## src/rtl/addsub_pkg.sv

```systemverilog
// addsub package: shared widths, opcode and control state encodings for the add/subtract unit
package addsub_pkg;

  //////////////////////////////////////////////////////////////////////
  // datapath widths
  //////////////////////////////////////////////////////////////////////

  // operand and sum width
  localparam int DATA_W = 16;

  // width of one carry-select section
  localparam int SECTION_W = 4;

  // number of uniform sections across the word
  localparam int NUM_SECTIONS = DATA_W / SECTION_W;

  //////////////////////////////////////////////////////////////////////
  // encodings
  //////////////////////////////////////////////////////////////////////

  // opcode as seen on the request side
  typedef enum logic [1:0] {
    OP_ADD = 2'b00,
    OP_ADC = 2'b01,
    OP_SUB = 2'b10,
    OP_SBB = 2'b11
  } op_e;

  // handshake sequencer states
  typedef enum logic [1:0] {
    ST_IDLE = 2'b00,
    ST_LOAD = 2'b01,
    ST_CALC = 2'b10,
    ST_ACK  = 2'b11
  } ctrl_state_e;

endpackage

```

## src/rtl/operand_if.sv

```systemverilog
// operand bundle: prepared operands and carry-in from the operand stage to the adder and flags
`timescale 1ns/1ps

interface operand_if;
  import addsub_pkg::*;

  // first operand, passed through unchanged
  logic [DATA_W-1:0] a;
  // second operand after the opcode's inversion
  logic [DATA_W-1:0] b_eff;
  // carry-in after the opcode's rule
  logic              cin;

  // operand stage drives the bundle
  modport src (
    output a, b_eff, cin
  );

  // adder consumes the full bundle
  modport adder (
    input a, b_eff, cin
  );

  // result stage only looks at the sign bits
  modport flags (
    input a, b_eff
  );

endinterface

```

## src/rtl/addsub_ctrl.sv

```systemverilog
// addsub controller: four-phase req/ack sequencer issuing operand and result load strobes
`timescale 1ns/1ps

module addsub_ctrl (
  input  logic i_clk,
  input  logic i_arst_n,
  input  logic i_req,
  output logic o_ack,
  output logic o_load_ops,
  output logic o_load_res
);
  import addsub_pkg::*;

  ctrl_state_e state;
  ctrl_state_e state_nxt;

  //////////////////////////////////////////////////////////////////////
  // state register
  //////////////////////////////////////////////////////////////////////

  always_ff @(posedge i_clk or negedge i_arst_n) begin
    if (!i_arst_n) begin
      state <= ST_IDLE;
    end else begin
      state <= state_nxt;
    end
  end

  // idle -> load -> calc -> ack, then back to idle once req drops
  always_comb begin
    state_nxt = state;
    case (state)
      ST_IDLE: begin
        if (i_req) begin
          state_nxt = ST_LOAD;
        end
      end
      ST_LOAD: begin
        state_nxt = ST_CALC;
      end
      ST_CALC: begin
        state_nxt = ST_ACK;
      end
      ST_ACK: begin
        if (!i_req) begin
          state_nxt = ST_IDLE;
        end
      end
      default: begin
        state_nxt = ST_IDLE;
      end
    endcase
  end

  //////////////////////////////////////////////////////////////////////
  // outputs
  //////////////////////////////////////////////////////////////////////

  // strobes are one cycle wide since each state lasts exactly one cycle
  assign o_load_ops = (state == ST_LOAD);
  assign o_load_res = (state == ST_CALC);

  // ack rises one edge after entering ack and falls with the sampled req
  always_ff @(posedge i_clk or negedge i_arst_n) begin
    if (!i_arst_n) begin
      o_ack <= 1'b0;
    end else begin
      o_ack <= (state == ST_ACK) && i_req;
    end
  end

endmodule

```

## src/rtl/addsub_top.sv

```systemverilog
// add/subtract unit top: handshake controller around operand stage, carry-select adder and result stage
`timescale 1ns/1ps

module addsub_top (
  input  logic                          i_clk,
  input  logic                          i_arst_n,
  input  logic                          i_req,
  input  logic [addsub_pkg::DATA_W-1:0] i_a,
  input  logic [addsub_pkg::DATA_W-1:0] i_b,
  input  addsub_pkg::op_e               i_op,
  input  logic                          i_cin,
  output logic                          o_ack,
  output logic [addsub_pkg::DATA_W-1:0] o_sum,
  output logic                          o_carry,
  output logic                          o_ovf,
  output logic                          o_zero
);
  import addsub_pkg::*;

  logic              load_ops;
  logic              load_res;
  logic [DATA_W-1:0] adder_sum;
  logic              adder_cout;

  operand_if ops_if ();

  addsub_ctrl u_ctrl (
    .i_clk      (i_clk),
    .i_arst_n   (i_arst_n),
    .i_req      (i_req),
    .o_ack      (o_ack),
    .o_load_ops (load_ops),
    .o_load_res (load_res)
  );

  operand_stage u_operand (
    .i_clk    (i_clk),
    .i_arst_n (i_arst_n),
    .i_load   (load_ops),
    .i_a      (i_a),
    .i_b      (i_b),
    .i_op     (i_op),
    .i_cin    (i_cin),
    .ops      (ops_if.src)
  );

  carry_select_adder u_adder (
    .ops    (ops_if.adder),
    .o_sum  (adder_sum),
    .o_cout (adder_cout)
  );

  result_stage u_result (
    .i_clk    (i_clk),
    .i_arst_n (i_arst_n),
    .i_load   (load_res),
    .i_sum    (adder_sum),
    .i_cout   (adder_cout),
    .ops      (ops_if.flags),
    .o_sum    (o_sum),
    .o_carry  (o_carry),
    .o_ovf    (o_ovf),
    .o_zero   (o_zero)
  );

endmodule

```

## src/rtl/carry_select_adder.sv

```systemverilog
// carry-select adder: uniform ripple sections computed for both carry-ins, picked by the incoming carry
`timescale 1ns/1ps

module carry_select_adder (
  operand_if.adder                      ops,
  output logic [addsub_pkg::DATA_W-1:0] o_sum,
  output logic                          o_cout
);
  import addsub_pkg::*;

  // carry into each section, last entry is the final carry-out
  logic [NUM_SECTIONS:0] sec_carry;

  assign sec_carry[0] = ops.cin;

  for (genvar s = 0; s < NUM_SECTIONS; s++) begin : g_sec
    localparam int LSB = s * SECTION_W;

    if (s == 0) begin : g_first
      // lowest section sees the real carry-in, nothing to select
      logic [SECTION_W:0] c;

      assign c[0] = sec_carry[0];
      for (genvar k = 0; k < SECTION_W; k++) begin : g_fa
        full_adder u_fa (
          .i_x (ops.a[LSB+k]),
          .i_y (ops.b_eff[LSB+k]),
          .i_c (c[k]),
          .o_s (o_sum[LSB+k]),
          .o_c (c[k+1])
        );
      end
      assign sec_carry[s+1] = c[SECTION_W];
    end else begin : g_sel
      logic [SECTION_W:0]   c0;
      logic [SECTION_W:0]   c1;
      logic [SECTION_W-1:0] s0;
      logic [SECTION_W-1:0] s1;

      // speculative chains for carry-in 0 and 1
      assign c0[0] = 1'b0;
      assign c1[0] = 1'b1;
      for (genvar k = 0; k < SECTION_W; k++) begin : g_fa
        full_adder u_fa0 (
          .i_x (ops.a[LSB+k]),
          .i_y (ops.b_eff[LSB+k]),
          .i_c (c0[k]),
          .o_s (s0[k]),
          .o_c (c0[k+1])
        );
        full_adder u_fa1 (
          .i_x (ops.a[LSB+k]),
          .i_y (ops.b_eff[LSB+k]),
          .i_c (c1[k]),
          .o_s (s1[k]),
          .o_c (c1[k+1])
        );
      end

      // 2-to-1 select on the carry from the section below
      assign o_sum[LSB +: SECTION_W] = sec_carry[s] ? s1 : s0;
      assign sec_carry[s+1]          = sec_carry[s] ? c1[SECTION_W] : c0[SECTION_W];
    end
  end

  assign o_cout = sec_carry[NUM_SECTIONS];

endmodule

// one-bit full adder, only used by the sections above
module full_adder (
  input  logic i_x,
  input  logic i_y,
  input  logic i_c,
  output logic o_s,
  output logic o_c
);

  logic half;

  assign half = i_x ^ i_y;
  assign o_s  = half ^ i_c;
  // generate or propagate
  assign o_c  = (i_x & i_y) | (half & i_c);

endmodule

```

## src/rtl/operand_stage.sv

```systemverilog
// operand stage: captures the request operands and applies the opcode's inversion and carry rule
`timescale 1ns/1ps

module operand_stage (
  input  logic                         i_clk,
  input  logic                         i_arst_n,
  input  logic                         i_load,
  input  logic [addsub_pkg::DATA_W-1:0] i_a,
  input  logic [addsub_pkg::DATA_W-1:0] i_b,
  input  addsub_pkg::op_e              i_op,
  input  logic                         i_cin,
  operand_if.src                       ops
);
  import addsub_pkg::*;

  logic [DATA_W-1:0] b_eff_d;
  logic              cin_d;

  // subtraction is a plus inverted b plus carry
  assign b_eff_d = (i_op == OP_SUB || i_op == OP_SBB) ? ~i_b : i_b;

  // i_cin is the borrow-in for sbb, so it goes in inverted
  always_comb begin
    case (i_op)
      OP_ADD:  cin_d = 1'b0;
      OP_ADC:  cin_d = i_cin;
      OP_SUB:  cin_d = 1'b1;
      OP_SBB:  cin_d = ~i_cin;
      default: cin_d = 1'b0;
    endcase
  end

  always_ff @(posedge i_clk or negedge i_arst_n) begin
    if (!i_arst_n) begin
      ops.a     <= '0;
      ops.b_eff <= '0;
      ops.cin   <= 1'b0;
    end else if (i_load) begin
      ops.a     <= i_a;
      ops.b_eff <= b_eff_d;
      ops.cin   <= cin_d;
    end
  end

endmodule

```

## src/rtl/result_stage.sv

```systemverilog
// result stage: holds sum and carry-out and produces overflow and zero flags
`timescale 1ns/1ps

module result_stage (
  input  logic                          i_clk,
  input  logic                          i_arst_n,
  input  logic                          i_load,
  input  logic [addsub_pkg::DATA_W-1:0] i_sum,
  input  logic                          i_cout,
  operand_if.flags                      ops,
  output logic [addsub_pkg::DATA_W-1:0] o_sum,
  output logic                          o_carry,
  output logic                          o_ovf,
  output logic                          o_zero
);
  import addsub_pkg::*;

  logic ovf_d;

  // signed overflow: like-signed operands, result sign flipped
  assign ovf_d = (ops.a[DATA_W-1] == ops.b_eff[DATA_W-1]) &&
                 (i_sum[DATA_W-1] != ops.a[DATA_W-1]);

  //////////////////////////////////////////////////////////////////////
  // result registers
  //////////////////////////////////////////////////////////////////////

  // for sub and sbb the carry reads as no-borrow
  always_ff @(posedge i_clk or negedge i_arst_n) begin
    if (!i_arst_n) begin
      o_sum   <= '0;
      o_carry <= 1'b0;
      o_ovf   <= 1'b0;
    end else if (i_load) begin
      o_sum   <= i_sum;
      o_carry <= i_cout;
      o_ovf   <= ovf_d;
    end
  end

  // zero follows the held sum directly
  assign o_zero = (o_sum == '0);

endmodule
```

## config.mk

```make
export PLATFORM = sky130hd
export DESIGN_NAME = addsub_top
export DESIGN_NICKNAME = d
export VERILOG_FILES = /design/src/rtl/addsub_pkg.sv /design/src/rtl/operand_if.sv /design/src/rtl/addsub_ctrl.sv /design/src/rtl/addsub_top.sv /design/src/rtl/carry_select_adder.sv /design/src/rtl/operand_stage.sv /design/src/rtl/result_stage.sv
export SDC_FILE = /design/constraint.sdc
export NUM_CORES = 1
export LEC_CHECK = 0
export BUFFER_PORTS_ARGS = -buffer_cell sky130_fd_sc_hd__buf_4
export CORE_UTILIZATION = 42
export CTS_CLUSTER_SIZE = 24
export DETAILED_ROUTE_END_ITERATION = 12
export PLACE_DENSITY = 0.66
export SETUP_SLACK_MARGIN = 0.3
export SLEW_MARGIN = 20
export SYNTH_ARGS = -nofsm -noshare
export SYNTH_HDL_FRONTEND = slang
export SYNTH_SLANG_ARGS = --single-unit
```

## constraint.sdc

```tcl
create_clock -name i_clk -period 6.8 [get_ports i_clk]
set_clock_uncertainty 0.15 [all_clocks]
set_input_delay 1.02 -clock i_clk [delete_from_list [all_inputs] [get_ports i_clk]]
set_output_delay 1.02 -clock i_clk [all_outputs]
set_load 0.02 [all_outputs]
```

; ---- After elaboration in Yosys (flattened, before gate mapping)
; Index checks and enable logic that the tools add are counted.
[totals]
reg_bits = 54
ram_bits = 0
n_memories = 0
in_bits = 38
elab_cells = 142
mem_bits_ro = 0
latchBits = 0
[classes]
n_lt_le_gt_ge = 0
shift = 0
reduce_logical = 7
div = 0
muxes = 11
bitwise_logic = 106
addsub = 0
eq_ne = 10
multipliers = 0
[op_table]
columns = operator, n
row1 = AND 1 bit, 38
row2 = XOR 1 bit, 38
row3 = OR 1 bit, 25
row4 = logical NOT 16 bit, 1
row5 = two-way mux 16 bit, 1
row6 = NOT 16 bit, 1
row7 = two-way mux 4 bit, 3
row8 = "equality test 2 bit, second input constant", 4
row9 = one-hot mux 2 bit (4 select lines), 1
row10 = "equality test 2 x 1 -> 1 bit, second input constant", 2
row11 = logical NOT 2 bit, 2
row12 = two-way mux 2 bit, 2
row13 = "inequality test 2 bit, second input constant", 2
row14 = NOT 1 bit, 4
row15 = one-hot mux 1 bit (4 select lines), 1
row16 = two-way mux 1 bit, 3
row17 = logical AND 1 bit, 2
row18 = AND reduction 2 bit, 1
row19 = equality test 1 bit, 1
row20 = logical OR 1 bit, 1
row21 = inequality test 1 bit, 1

; ---- Longest topological paths before layout
; Gate-level depths: netlist (run 1).
[depth]
ltp_word = 14
depth_mapped = 21

; ---- Cells and area by module
; From an unflattened synthesis (run 1), not the netlist that was laid out.
[unflattened]
hier_cells = 215
hier_area_um2 = 3086.7
[by_module_without_submodules]
columns = mod, instances, area_each_um2, seq_area_each_um2, cells_each
row1 = operand_stage, 1, 1393.8, 825.8, 109
row2 = result_stage, 1, 763.2, 450.4, 46
row3 = full_adder, 28, 20.0, 0.0, 1
row4 = addsub_ctrl, 1, 187.7, 75.1, 15
row5 = carry_select_adder, 1, 181.4, 0.0, 17

; ---- Worst setup path before layout (run 1)
; No wires, ideal clock.
[synth_path]
path_type = flip-flop to flip-flop
startpoint = reg u_operand.ops.cin
endpoint = reg u_result.o_ovf
synth_period_minus_slack_ps = 7091
path_stages_with_launch = 22
n_path_buf = 0
slack_ps = -291
arrival_time_ps = 6813
required_ps = 6522
path_cell_list = dfrtp_1 inv_1 fa_1 inv_1 fa_1 fa_1 fa_1 mux2i_1 fa_1 fa_1 fa_1 mux2i_1 fa_1 fa_1 fa_1 mux2i_1 fa_1 fa_1 inv_1 fa_1 xor2_1 o22ai_1
[synth_via]
elab_chain_len = 13
[synth_lines]
columns = item, line_no
row1 = start: declaration, operand_if.sv:16  ; output a, b_eff, cin
row2 = start signal: assignment, operand_stage.sv:41  ; ops.cin <= cin_d;
row3 = AND 1 bit, carry_select_adder.sv:84  ; assign o_c = (i_x & i_y) | (half & i_c);
row4 = OR 1 bit, carry_select_adder.sv:84
row5 = AND 1 bit, carry_select_adder.sv:84
row6 = OR 1 bit, carry_select_adder.sv:84
row7 = AND 1 bit, carry_select_adder.sv:84
row8 = OR 1 bit, carry_select_adder.sv:84
row9 = AND 1 bit, carry_select_adder.sv:84
row10 = OR 1 bit, carry_select_adder.sv:84
row11 = two-way mux 1 bit (2 in a row), carry_select_adder.sv:62  ; assign sec_carry[s+1] = sec_carry[s] ? c1[SECTION_W] : c0[SECTION_W];
row12 = two-way mux 4 bit, carry_select_adder.sv:61  ; assign o_sum[LSB +: SECTION_W] = sec_carry[s] ? s1 : s0;
row13 = inequality test 1 bit, result_stage.sv:22  ; (i_sum[DATA_W-1] != ops.a[DATA_W-1]);
row14 = logical AND 1 bit, result_stage.sv:21  ; assign ovf_d = (ops.a[DATA_W-1] == ops.b_eff[DATA_W-1]) &&
row15 = end signal: assignment, result_stage.sv:37  ; o_ovf <= ovf_d;
row16 = end: declaration, result_stage.sv:13  ; output logic o_ovf,
; No other way between the ends.
; A chain may end at the register's enable or synchronous reset.

; ---- Worst setup path after layout (run 1)
; Ends and elaborated chain as after synthesis.

==> impl_metrics.json, run 1 <==
{
  "core-area_um2": 6310,
  "critPathLaunchType": "register",
  "period_minus_slack_ns": 6.29,
  "seq_area_frac_synth_pct": 49.2,
  "ys_warn_count": 0,
  "ios": 58,
  "peakVddDrop_uv": 218,
  "numCtsBuffers": 5,
  "timing.final.crit_share_pct": 92.6,
  "grt_pass1_vias": 1732,
  "power.total_mw": 1.83,
  "reg2reg_slack_ns": 0.51,
  "maxClockFrequency_mhz": 159,
  "max_slew_margin_pct": 32.7,
  "setup_viol": 0,
  "cts_hold_buf": 0,
  "maxCapViolations": 0,
  "synth_edf_count": 0,
  "crit_fanout": 2,
  "finalHoldViolCount": 0,
  "vias": 1733,
  "h-tree-depth": 2,
  "cts_buffer_depth": 2,
  "synth_nets": 286,
  "post-route-drc-count": 0,
  "die-area_um2": 6860,
  "diodes": 0,
  "rsz0062_at_grt": "no",
  "final_layout_size_suffix_gt1_share_pct": 38.4,
  "drt-total-wl_mm": 5.06,
  "slew_violations": 0,
  "cts_tree": "yes",
  "grt_use_total_pct": 16.1,
  "synthArstFlopShare_pct": 100,
  "p_per_area_nw_per_um2": 542,
  "grt_max_degree": 56,
  "place_hpwl_mm": 3.66,
  "internal_power_mw": 1.11,
  "syn_area_per_cell_um2": 12.3,
  "setup_tns_ns": 0,
  "hold_path.class": "reg -> reg",
  "status": "complete, no violations",
  "die_h_um": 82.8,
  "ys.flop_type": "dfrtp_1",
  "row_count": 29,
  "p_sw_mw": 0.712,
  "worstMarginPinSlew_ns": 1.01,
  "fp.dieW_um": 82.8,
  "worstPathRequired_ns": 6.82,
  "place_congestion": 0.742,
  "p_leak_nw": 1.53,
  "synth_cell_types": 24,
  "grt_pass1_wl_mm": 8.69,
  "endpoint_kind": "register",
  "netlist_instances": 223,
  "clkLatencyLatePin_ns": 0.31,
  "clk_pin_slew_ns": 0.10,
  "viasPerCell": 4.80,
  "final_area_um2": 3370,
  "pwr-share-comb_pct": 54.2,
  "swShare_pct": 39.0,
  "clockRootBuffer": "clkbuf_8",
  "firstDrtPassIters": 6,
  "placed_area_um2": 3200,
  "critPathKind": "reg -> reg",
  "seqCellArea_um2": 1350,
  "grt-ovfl-total": 0,
  "p_seq_share_pct": 34.2,
  "clock_sinks": 54,
  "clkPwrFrac_pct": 11.6,
  "drt_iter0_drc": 77,
  "grt_antenna_before_repair": 0,
  "antenna_left": 0,
  "multiInputGateArea_um2": 1260,
  "area_growth_pct": 22.7,
  "synth.cell_area_um2": 2750,
  "pre_cts_slack_ns": 0.0667,
  "routedWlPerCell_um": 14.0,
  "start_util_pct": 43.5,
  "fillers": 577,
  "layout_setup_ws_ns": 0.505,
  "port_buffers": 57,
  "ys_seq_elements": 54,
  "crit_arrival_ns": 6.31,
  "final_nets": 346
}
## power by group through the flow
stage	Sequential (mW)	Combinational, mW	Clock (mW)
global route	0.652	1.10	0.228
global placement	0.623	0.913	0
finish	0.624	0.989	0.213
floorplan	0.665	0.607	0
CTS	0.627	0.972	0.217
detailed placement	0.632	0.936	0
## stage by stage
step           hold WS, ns  utilization (%)  cells
4_1_cts              0.393             53.0    359
3_5_place_dp         0.374             50.8    347
6_report             0.391             53.4    361
3_3_place_gp         0.362             50.8    347
2_1_floorplan        0.345                -    223
5_1_grt              0.420             53.4    361
## state kept, by name, summed over array words and instances (netlist names)
name and cells:
u_ctrl.o_ack 1, u_ctrl.state 2, u_operand.ops.a 16, u_operand.ops.b_eff 16, u_operand.ops.cin 1, u_result.o_carry 1
u_result.o_ovf 1, u_result.o_sum 16
## timing repair
action,in CTS,in global routing
pin swaps,6,11
setup buffers,4,2
endpoints found under the setup margin,2,2
hold endpoints to repair,0,0
resized for setup,2,3
## metal layers
metal | vias to the layer above | share of wire (%) | GRT usage (%)
met4 | 0 | 1.2 | 5.17
met1 | 849 | 49 | 24.3
li1 | 838 | - | -
met3 | 5 | 3.5 | 3.08
met5 | - | 0 | 0
met2 | 41 | 47 | 23.5
## kinds of logic (layout without fill, tap and decap cells)
kind of cell               after synthesis  in the layout  share of synthesized area (%)
and+or+nand+nor                         34             34                           5.52
muxes                                   31             31                           12.4
DFF                                     54             54                           49.2
buffers and inverters                   32             93                           6.38
xor gates and xnor gates                20             20                           6.38
AOI/OAI and AO/OA                       27             27                           5.20
adders and majority gates               25             25                           14.9
## cells in the final DEF, fill, tap and decap left out, types with 2 or more instances in the layout
cell	netlist	layout
ha_1	12	11
nor4_1	4	4
buf_4	1	63
inv_1	22	21
nor2_1	21	21
nand2_1	5	5
xnor2_1	19	19
mux2i_1	8	5
dfrtp_1	54	54
o21ai_0	5	5
mux2i_2	0	3
clkbuf_8	0	5
clkbuf_1	0	2
fa_1	13	2
a21oi_1	19	19
fa_2	0	11
mux2_2	23	23
## layout make-up
cell class / instances / area share [%]
Multi-Input combinational cell: 137 / 37.4
Tap cell: 77 / 2.86
Clock inverter: 1 / 0.891
Clock buffer: 7 / 2.27
Inverter: 22 / 2.45
Sequential cell: 54 / 40.1
Timing Repair Buffer: 63 / 14.0
## synth_stat cells (all sizes together), types with 4 or more instances
| cell type | n | share of area [%] |
|---|---|---|
| a21oi | 19 | 3.5 |
| buf | 10 | 3.4 |
| dfrtp | 54 | 49 |
| fa | 13 | 9.5 |
| ha | 12 | 5.5 |
| inv | 22 | 3.0 |
| mux2 | 23 | 9.4 |
| mux2i | 8 | 2.9 |
| nand2 | 5 | 0.68 |
| nor2 | 21 | 2.9 |
| nor4 | 4 | 0.91 |
| o21ai | 5 | 0.91 |
| xnor2 | 19 | 6.1 |
## critical path, cell delays in order, from the launching register on
cell and delay, ns:
dfrtp_1 0.38, inv_1 0.08, fa_1 0.18, inv_1 0.06, fa_2 0.38, fa_2 0.35, fa_2 0.39, mux2i_2 0.17
fa_2 0.37, fa_2 0.39, fa_2 0.37, mux2i_2 0.16, fa_2 0.36, fa_2 0.42, fa_2 0.39, mux2i_2 0.17
fa_2 0.34, fa_2 0.34, inv_2 0.06, fa_1 0.41, xor2_1 0.14, o22ai_1 0.09
## final timing paths
| kind | startpoint | endpoint | cells after the start |
|---|---|---|---|
| min reg2reg | u_operand.ops.b_eff[0] | u_operand.ops.b_eff[0] | 2 |
| min | u_operand.ops.b_eff[0] | u_operand.ops.b_eff[0] | 2 |
| max in group asynchronous | i_arst_n | u_operand.ops.b_eff[11] | 1 |
| max reg2reg | u_operand.ops.cin | u_result.o_ovf | 21 |
| min in group asynchronous | i_arst_n | u_operand.ops.a[10] | 1 |
| max | u_operand.ops.cin | u_result.o_ovf | 21 |
No activity file was read; power rests on OpenSTA's default activity.
==> run 2, diff against run 1 <==
--- a/config.mk
+++ b/config.mk
@@ -6,10 +6,10 @@
 export NUM_CORES = 1
 export LEC_CHECK = 0
 export BUFFER_PORTS_ARGS = -buffer_cell sky130_fd_sc_hd__buf_4
-export CORE_UTILIZATION = 42
+export CAP_MARGIN = 15
+export CORE_UTILIZATION = 40
 export CTS_CLUSTER_SIZE = 24
 export DETAILED_ROUTE_END_ITERATION = 12
-export PLACE_DENSITY = 0.66
 export SETUP_SLACK_MARGIN = 0.3
 export SLEW_MARGIN = 20
 export SYNTH_ARGS = -nofsm -noshare
==> constraint.sdc (replaced) <==
create_clock -name i_clk -period 6.8 [get_ports i_clk]
set_clock_uncertainty 0.15 [all_clocks]
set_input_delay 1.02 -clock i_clk [delete_from_list [all_inputs] [get_ports i_clk]]
set_output_delay 1.02 -clock i_clk [all_outputs]
set_load 0.005 [all_outputs]
==> run 2 against run 1 <==
Against the previous run: final cell count down 1.1%; combinational power fell by 12%; highest routed layer unchanged; non-clock buffer count fell by 3; register-to-register slack is essentially flat; largest power group unchanged; worst hold slack improved by 0.0029 ns; the flow now finishes with violations (design-rule violations); sequential share of layout area increased by 0.57 points; via count is 1.8% lower; sequential cell count unchanged; critical endpoint unchanged.
==> impl_metrics.json, run 2 (synthesis gave the netlist of run 1 again) <==
{
  "pwr-share-comb_pct": 52.0,
  "firstDrtPassIters": 10,
  "antenna_left": 0,
  "max_slew_margin_pct": 32.8,
  "clkLatencyLatePin_ns": 0.31,
  "crit_arrival_ns": 6.30,
  "post-route-drc-count": 5,
  "p_sw_mw": 0.625,
  "die-area_um2": 7200,
  "critPathKind": "reg -> reg",
  "cts_tree": "yes",
  "clockRootBuffer": "clkbuf_8",
  "clock_sinks": 54,
  "start_util_pct": 42.3,
  "worstPathRequired_ns": 6.81,
  "grt_pass1_wl_mm": 8.35,
  "period_minus_slack_ns": 6.29,
  "p_per_area_nw_per_um2": 501,
  "fp.dieW_um": 84.8,
  "final_layout_size_suffix_gt1_share_pct": 40.0,
  "path_cells": "inv_2, fa_2, inv_2, fa_2, fa_2, fa_2, mux2i_2, fa_2, fa_2, fa_2, mux2i_2, fa_2, fa_2, fa_2, mux2i_2, fa_2, fa_2, inv_2, fa_1, xor2_1, o22ai_1",
  "hold_path.class": "reg -> reg",
  "diodes": 0,
  "maxCapViolations": 0,
  "numCtsBuffers": 5,
  "endpoint_kind": "register",
  "crit_top_cell": "fa_2",
  "timing.final.crit_share_pct": 92.4,
  "peakVddDrop_uv": 143,
  "worstMarginPinSlew_ns": 1.01,
  "row_count": 29,
  "rsz0062_at_grt": "no",
  "grt_pass1_vias": 1682,
  "maxClockFrequency_mhz": 159,
  "viasPerCell": 4.76,
  "crit_family": "adder cells",
  "drt-total-wl_mm": 4.99,
  "cts_hold_buf": 0,
  "grt_antenna_before_repair": 0,
  "place_congestion": 0.725,
  "grt_use_total_pct": 15.3,
  "clk_pin_slew_ns": 0.09,
  "p_leak_nw": 1.50,
  "reg2reg_slack_ns": 0.51,
  "pre_cts_slack_ns": 0.0562,
  "crit_buf_inv": 3,
  "area_growth_pct": 21.0,
  "clkPwrFrac_pct": 10.2,
  "violations": "design-rule violations",
  "h-tree-depth": 2,
  "finalHoldViolCount": 0,
  "layout_commonest_cell": "buf_4",
  "crit_fanout": 2,
  "setup_viol": 0,
  "swShare_pct": 37.5,
  "slowest_delay_ns": 0.42,
  "internal_power_mw": 1.04,
  "routedWlPerCell_um": 14.0,
  "setup_tns_ns": 0,
  "place_hpwl_mm": 3.61,
  "drt_iter0_drc": 125,
  "p_seq_share_pct": 37.8,
  "slowest_stage": "fa_1",
  "vias": 1701,
  "grt_max_degree": 56,
  "die_h_um": 84.8,
  "core-area_um2": 6490,
  "critPathLaunchType": "register",
  "ios": 58,
  "slew_violations": 0,
  "final_nets": 343,
  "port_buffers": 57,
  "layout_common_cells": "buf_4, dfrtp_1, mux2_2",
  "grt-ovfl-total": 0,
  "cts_buffer_depth": 2,
  "layout_setup_ws_ns": 0.514,
  "reg_top3": "u_operand.ops.a x16, u_operand.ops.b_eff x16, u_result.o_sum x16",
  "status": "finished with violations"
}
## run 2: worst paths after layout
kind,startpoint,cells after the start,to
setup reg to reg,u_operand.ops.b_eff[0],21,u_result.o_ovf
hold / removal,u_result.o_sum[10],1,u_result.o_sum[10]
max in group asynchronous,i_arst_n,1,u_result.o_sum[4]
setup / recovery,u_operand.ops.b_eff[0],21,u_result.o_ovf
hold reg to reg,u_result.o_sum[10],1,u_result.o_sum[10]
min in group asynchronous,i_arst_n,1,u_operand.ops.a[13]
## run 2: layout make-up
class | instances | area (µm²)
tap | 77 | 96.3
inverter | 22 | 82.6
clock inverter | 2 | 10.0
fill | 613 | 3170
multi-input combinational | 137 | 1260
clock buffer | 5 | 68.8
timing repair buffer | 60 | 450
sequential | 54 | 1350
## run 2: metrics by stage
step | instance area (µm²) | power (mW) | std cells | hold WS (ns) | utilization (%)
after global routing | 3320 | 1.83 | 357 | 0.415 | 51.1
after CTS | 3300 | 1.67 | 356 | 0.392 | 50.8
after global placement | 3200 | 1.46 | 347 | 0.365 | 49.3
final | 3320 | 1.67 | 357 | 0.394 | 51.1
after floorplan | 2770 | 1.21 | 223 | 0.345 | -
after detailed placement | 3200 | 1.48 | 347 | 0.372 | 49.3
## run 2: per-layer routing
layer  part of all wire, %  global-route usage [%]  up-vias
li1                      -                       -      836
met1                    49                    22.0      821
met2                    45                    22.5       39
met3                   3.6                    3.21        5
met4                   1.8                    6.93        0
met5                     0                       0        -
## run 2: power groups by stage
stage	registers [mW]	logic [mW]	clock network (mW)
2_1_floorplan	0.602	0.607	0
3_3_place_gp	0.631	0.828	0
3_5_place_dp	0.634	0.841	0
4_1_cts	0.629	0.858	0.178
5_1_grt	0.652	0.992	0.190
6_report	0.629	0.866	0.170
## run 2: repair_timing
item / 4_1_cts / 5_1_grt
endpoints found under the setup margin: 2 / 2
setup buffers: 2 / 1
gates resized for setup: 1 / 9
pin swaps: 6 / 14
==> run 3, diff against run 2 <==
==> constraint.sdc (replaced) <==
create_clock -name i_clk -period 7.8 [get_ports i_clk]
set_clock_uncertainty 0.15 [all_clocks]
set_input_delay 1.17 -clock i_clk [delete_from_list [all_inputs] [get_ports i_clk]]
set_output_delay 1.17 -clock i_clk [all_outputs]
set_load 0.005 [all_outputs]
==> run 3 against run 2 <==
Against the previous run: the flow still finishes with violations (design-rule violations); critical endpoint unchanged; critical path depth is the same; global-route usage up 0.23 points; setup slack gained 0.17 ns; utilization shrank 0.58 points; largest cell class unchanged; non-clock buffer count down 3; via count unchanged; first-iteration DRC count is 47% lower; wire length is 2.0% higher; clock power fell by 6%.
==> impl_metrics.json, run 3 (synthesis gave the netlist of run 1 again) <==
{
  "clkLatencyLatePin_ns": 0.30,
  "ios": 58,
  "place_congestion": 0.711,
  "firstDrtPassIters": 8,
  "viasPerCell": 4.79,
  "holdWs_ns": 0.392,
  "grt-ovfl-total": 0,
  "die_h_um": 84.8,
  "final_area_um2": 3280,
  "grt_antenna_before_repair": 0,
  "fp.dieW_um": 84.8,
  "diodes": 0,
  "start_util_pct": 42.3,
  "port_buffers": 57,
  "core-area_um2": 6490,
  "layout_common_cells": "buf_4, dfrtp_1, mux2_2",
  "critPathKind": "reg -> reg",
  "cts_tree": "yes",
  "peakVddDrop_uv": 132,
  "violations": "design-rule violations",
  "clockRootBuffer": "clkbuf_8",
  "vias": 1701,
  "row_count": 29,
  "reg_top3": "u_operand.ops.a x16, u_operand.ops.b_eff x16, u_result.o_sum x16",
  "worstMarginPinSlew_ns": 1.02,
  "hold_path.class": "reg -> reg",
  "final_nets": 340,
  "fillers": 611,
  "die-area_um2": 7200,
  "endpoint_kind": "register",
  "power.total_mw": 1.42,
  "rsz0062_at_grt": "no",
  "place_hpwl_mm": 3.75,
  "layout_commonest_cell": "buf_4",
  "grt_max_degree": 56,
  "timing.final.crit_share_pct": 91.3,
  "area_growth_pct": 19.6,
  "crit_arrival_ns": 7.12,
  "crit_fanout": 2,
  "post_cts_buffers": 0,
  "setup_viol": 0,
  "routedWlPerCell_um": 14.3,
  "setup_tns_ns": 0,
  "cts_buffer_depth": 2,
  "maxCapViolations": 0,
  "h-tree-depth": 2,
  "worstPathRequired_ns": 7.80,
  "drt_iter0_drc": 66,
  "wl_met3_um": 169,
  "drt-met1-wl_mm": 2.49,
  "clock_sinks": 54,
  "met2_length_mm": 2.38,
  "grt_use_total_pct": 15.5,
  "antenna_left": 0,
  "p_per_area_nw_per_um2": 432,
  "placed_area_um2": 3180,
  "maxClockFrequency_mhz": 140,
  "numCtsBuffers": 5,
  "final_layout_size_suffix_gt1_share_pct": 33.8,
  "critPathLaunchType": "register",
  "clk_pin_slew_ns": 0.09,
  "rr_worst_depth": 21,
  "p_leak_nw": 1.51,
  "drt-total-wl_mm": 5.09,
  "post-route-drc-count": 4,
  "status": "finished with violations",
  "slew_violations": 0,
  "max_slew_margin_pct": 31.8,
  "grt_pass1_wl_mm": 8.54,
  "period_minus_slack_ns": 7.12,
  "finalHoldViolCount": 0,
  "route.top_layer_used": "met4",
  "grt_pass1_vias": 1719,
  "hold_depth": 2
}
[run 3: changes by cell type in the layout (fill, tap and decap cells not counted), moves of 3 or more]
cell / change
inv_2: -5
mux2i_2: -3
mux2i_1: +3
inv_1: +5
buf_4: -3
fa_2: -8
fa_1: +8
[run 3: path summary, 6_finish.rpt]
kind	startpoint	end	slack [ns]
hold / removal	u_operand.ops.b_eff[0]	u_operand.ops.b_eff[0]	0.39
setup reg to reg	u_operand.ops.a[0]	u_result.o_ovf	0.68
hold reg to reg	u_operand.ops.b_eff[0]	u_operand.ops.b_eff[0]	0.39
setup / recovery	u_operand.ops.a[0]	u_result.o_ovf	0.68
max in group asynchronous	i_arst_n	u_operand.ops.b_eff[11]	6.30
min in group asynchronous	i_arst_n	u_result.o_sum[12]	0.74
[run 3: critical path, stage by stage, from the launching register on]
cell and delay, ns:
dfrtp_1 0.37, inv_1 0.09, fa_1 0.18, inv_1 0.06, fa_1 0.44, fa_1 0.46
fa_2 0.42, mux2i_1 0.15, fa_1 0.45, fa_1 0.46, fa_2 0.43, mux2i_1 0.16
fa_2 0.42, fa_2 0.41, fa_1 0.47, mux2i_1 0.18, fa_1 0.47, fa_1 0.42
inv_1 0.09, fa_1 0.42, xor2_1 0.17, o22ai_1 0.09
[run 3: per-layer routing]
| layer | track usage, % | up-vias |
|---|---|---|
| li1 | - | 825 |
| met1 | 22.2 | 828 |
| met2 | 24.5 | 44 |
| met3 | 3.02 | 4 |
| met4 | 4.16 | 0 |
| met5 | 0 | - |
[run 3: area by class of cell]
class                           count  area, µm²  area share [%]
Sequential cell                    54       1350            41.1
Multi-Input combinational cell    137       1230            37.5
Timing Repair Buffer               57        428            13.0
Tap cell                           77       96.3            2.93
Clock buffer                        6       82.6            2.51
Inverter                           22       82.6            2.51
Clock inverter                      2       12.5           0.381
[run 3: what timing repair did]
action / in CTS / in global routing
hold endpoints to repair: 0 / 0
endpoints found under the setup margin: 0 / 2
hold buffers: 0 / 0
gates resized for setup: 0 / 4
[run 3: per-stage QoR]
step | cells | utilization [%] | worst slack (ns)
floorplan | 223 | - | 0.709
global placement | 347 | 49.0 | 0.470
detailed placement | 347 | 49.0 | 0.385
CTS | 355 | 50.4 | 0.371
global route | 355 | 50.6 | 0.323
finish | 355 | 50.6 | 0.680
[run 3: power by group]
group	internal (mW)	switching [mW]	leakage [nW]	total, mW
logic	0.384	0.333	0.839	0.716
registers	0.428	0.113	0.622	0.541
clock network	0.0715	0.0884	0.0472	0.160
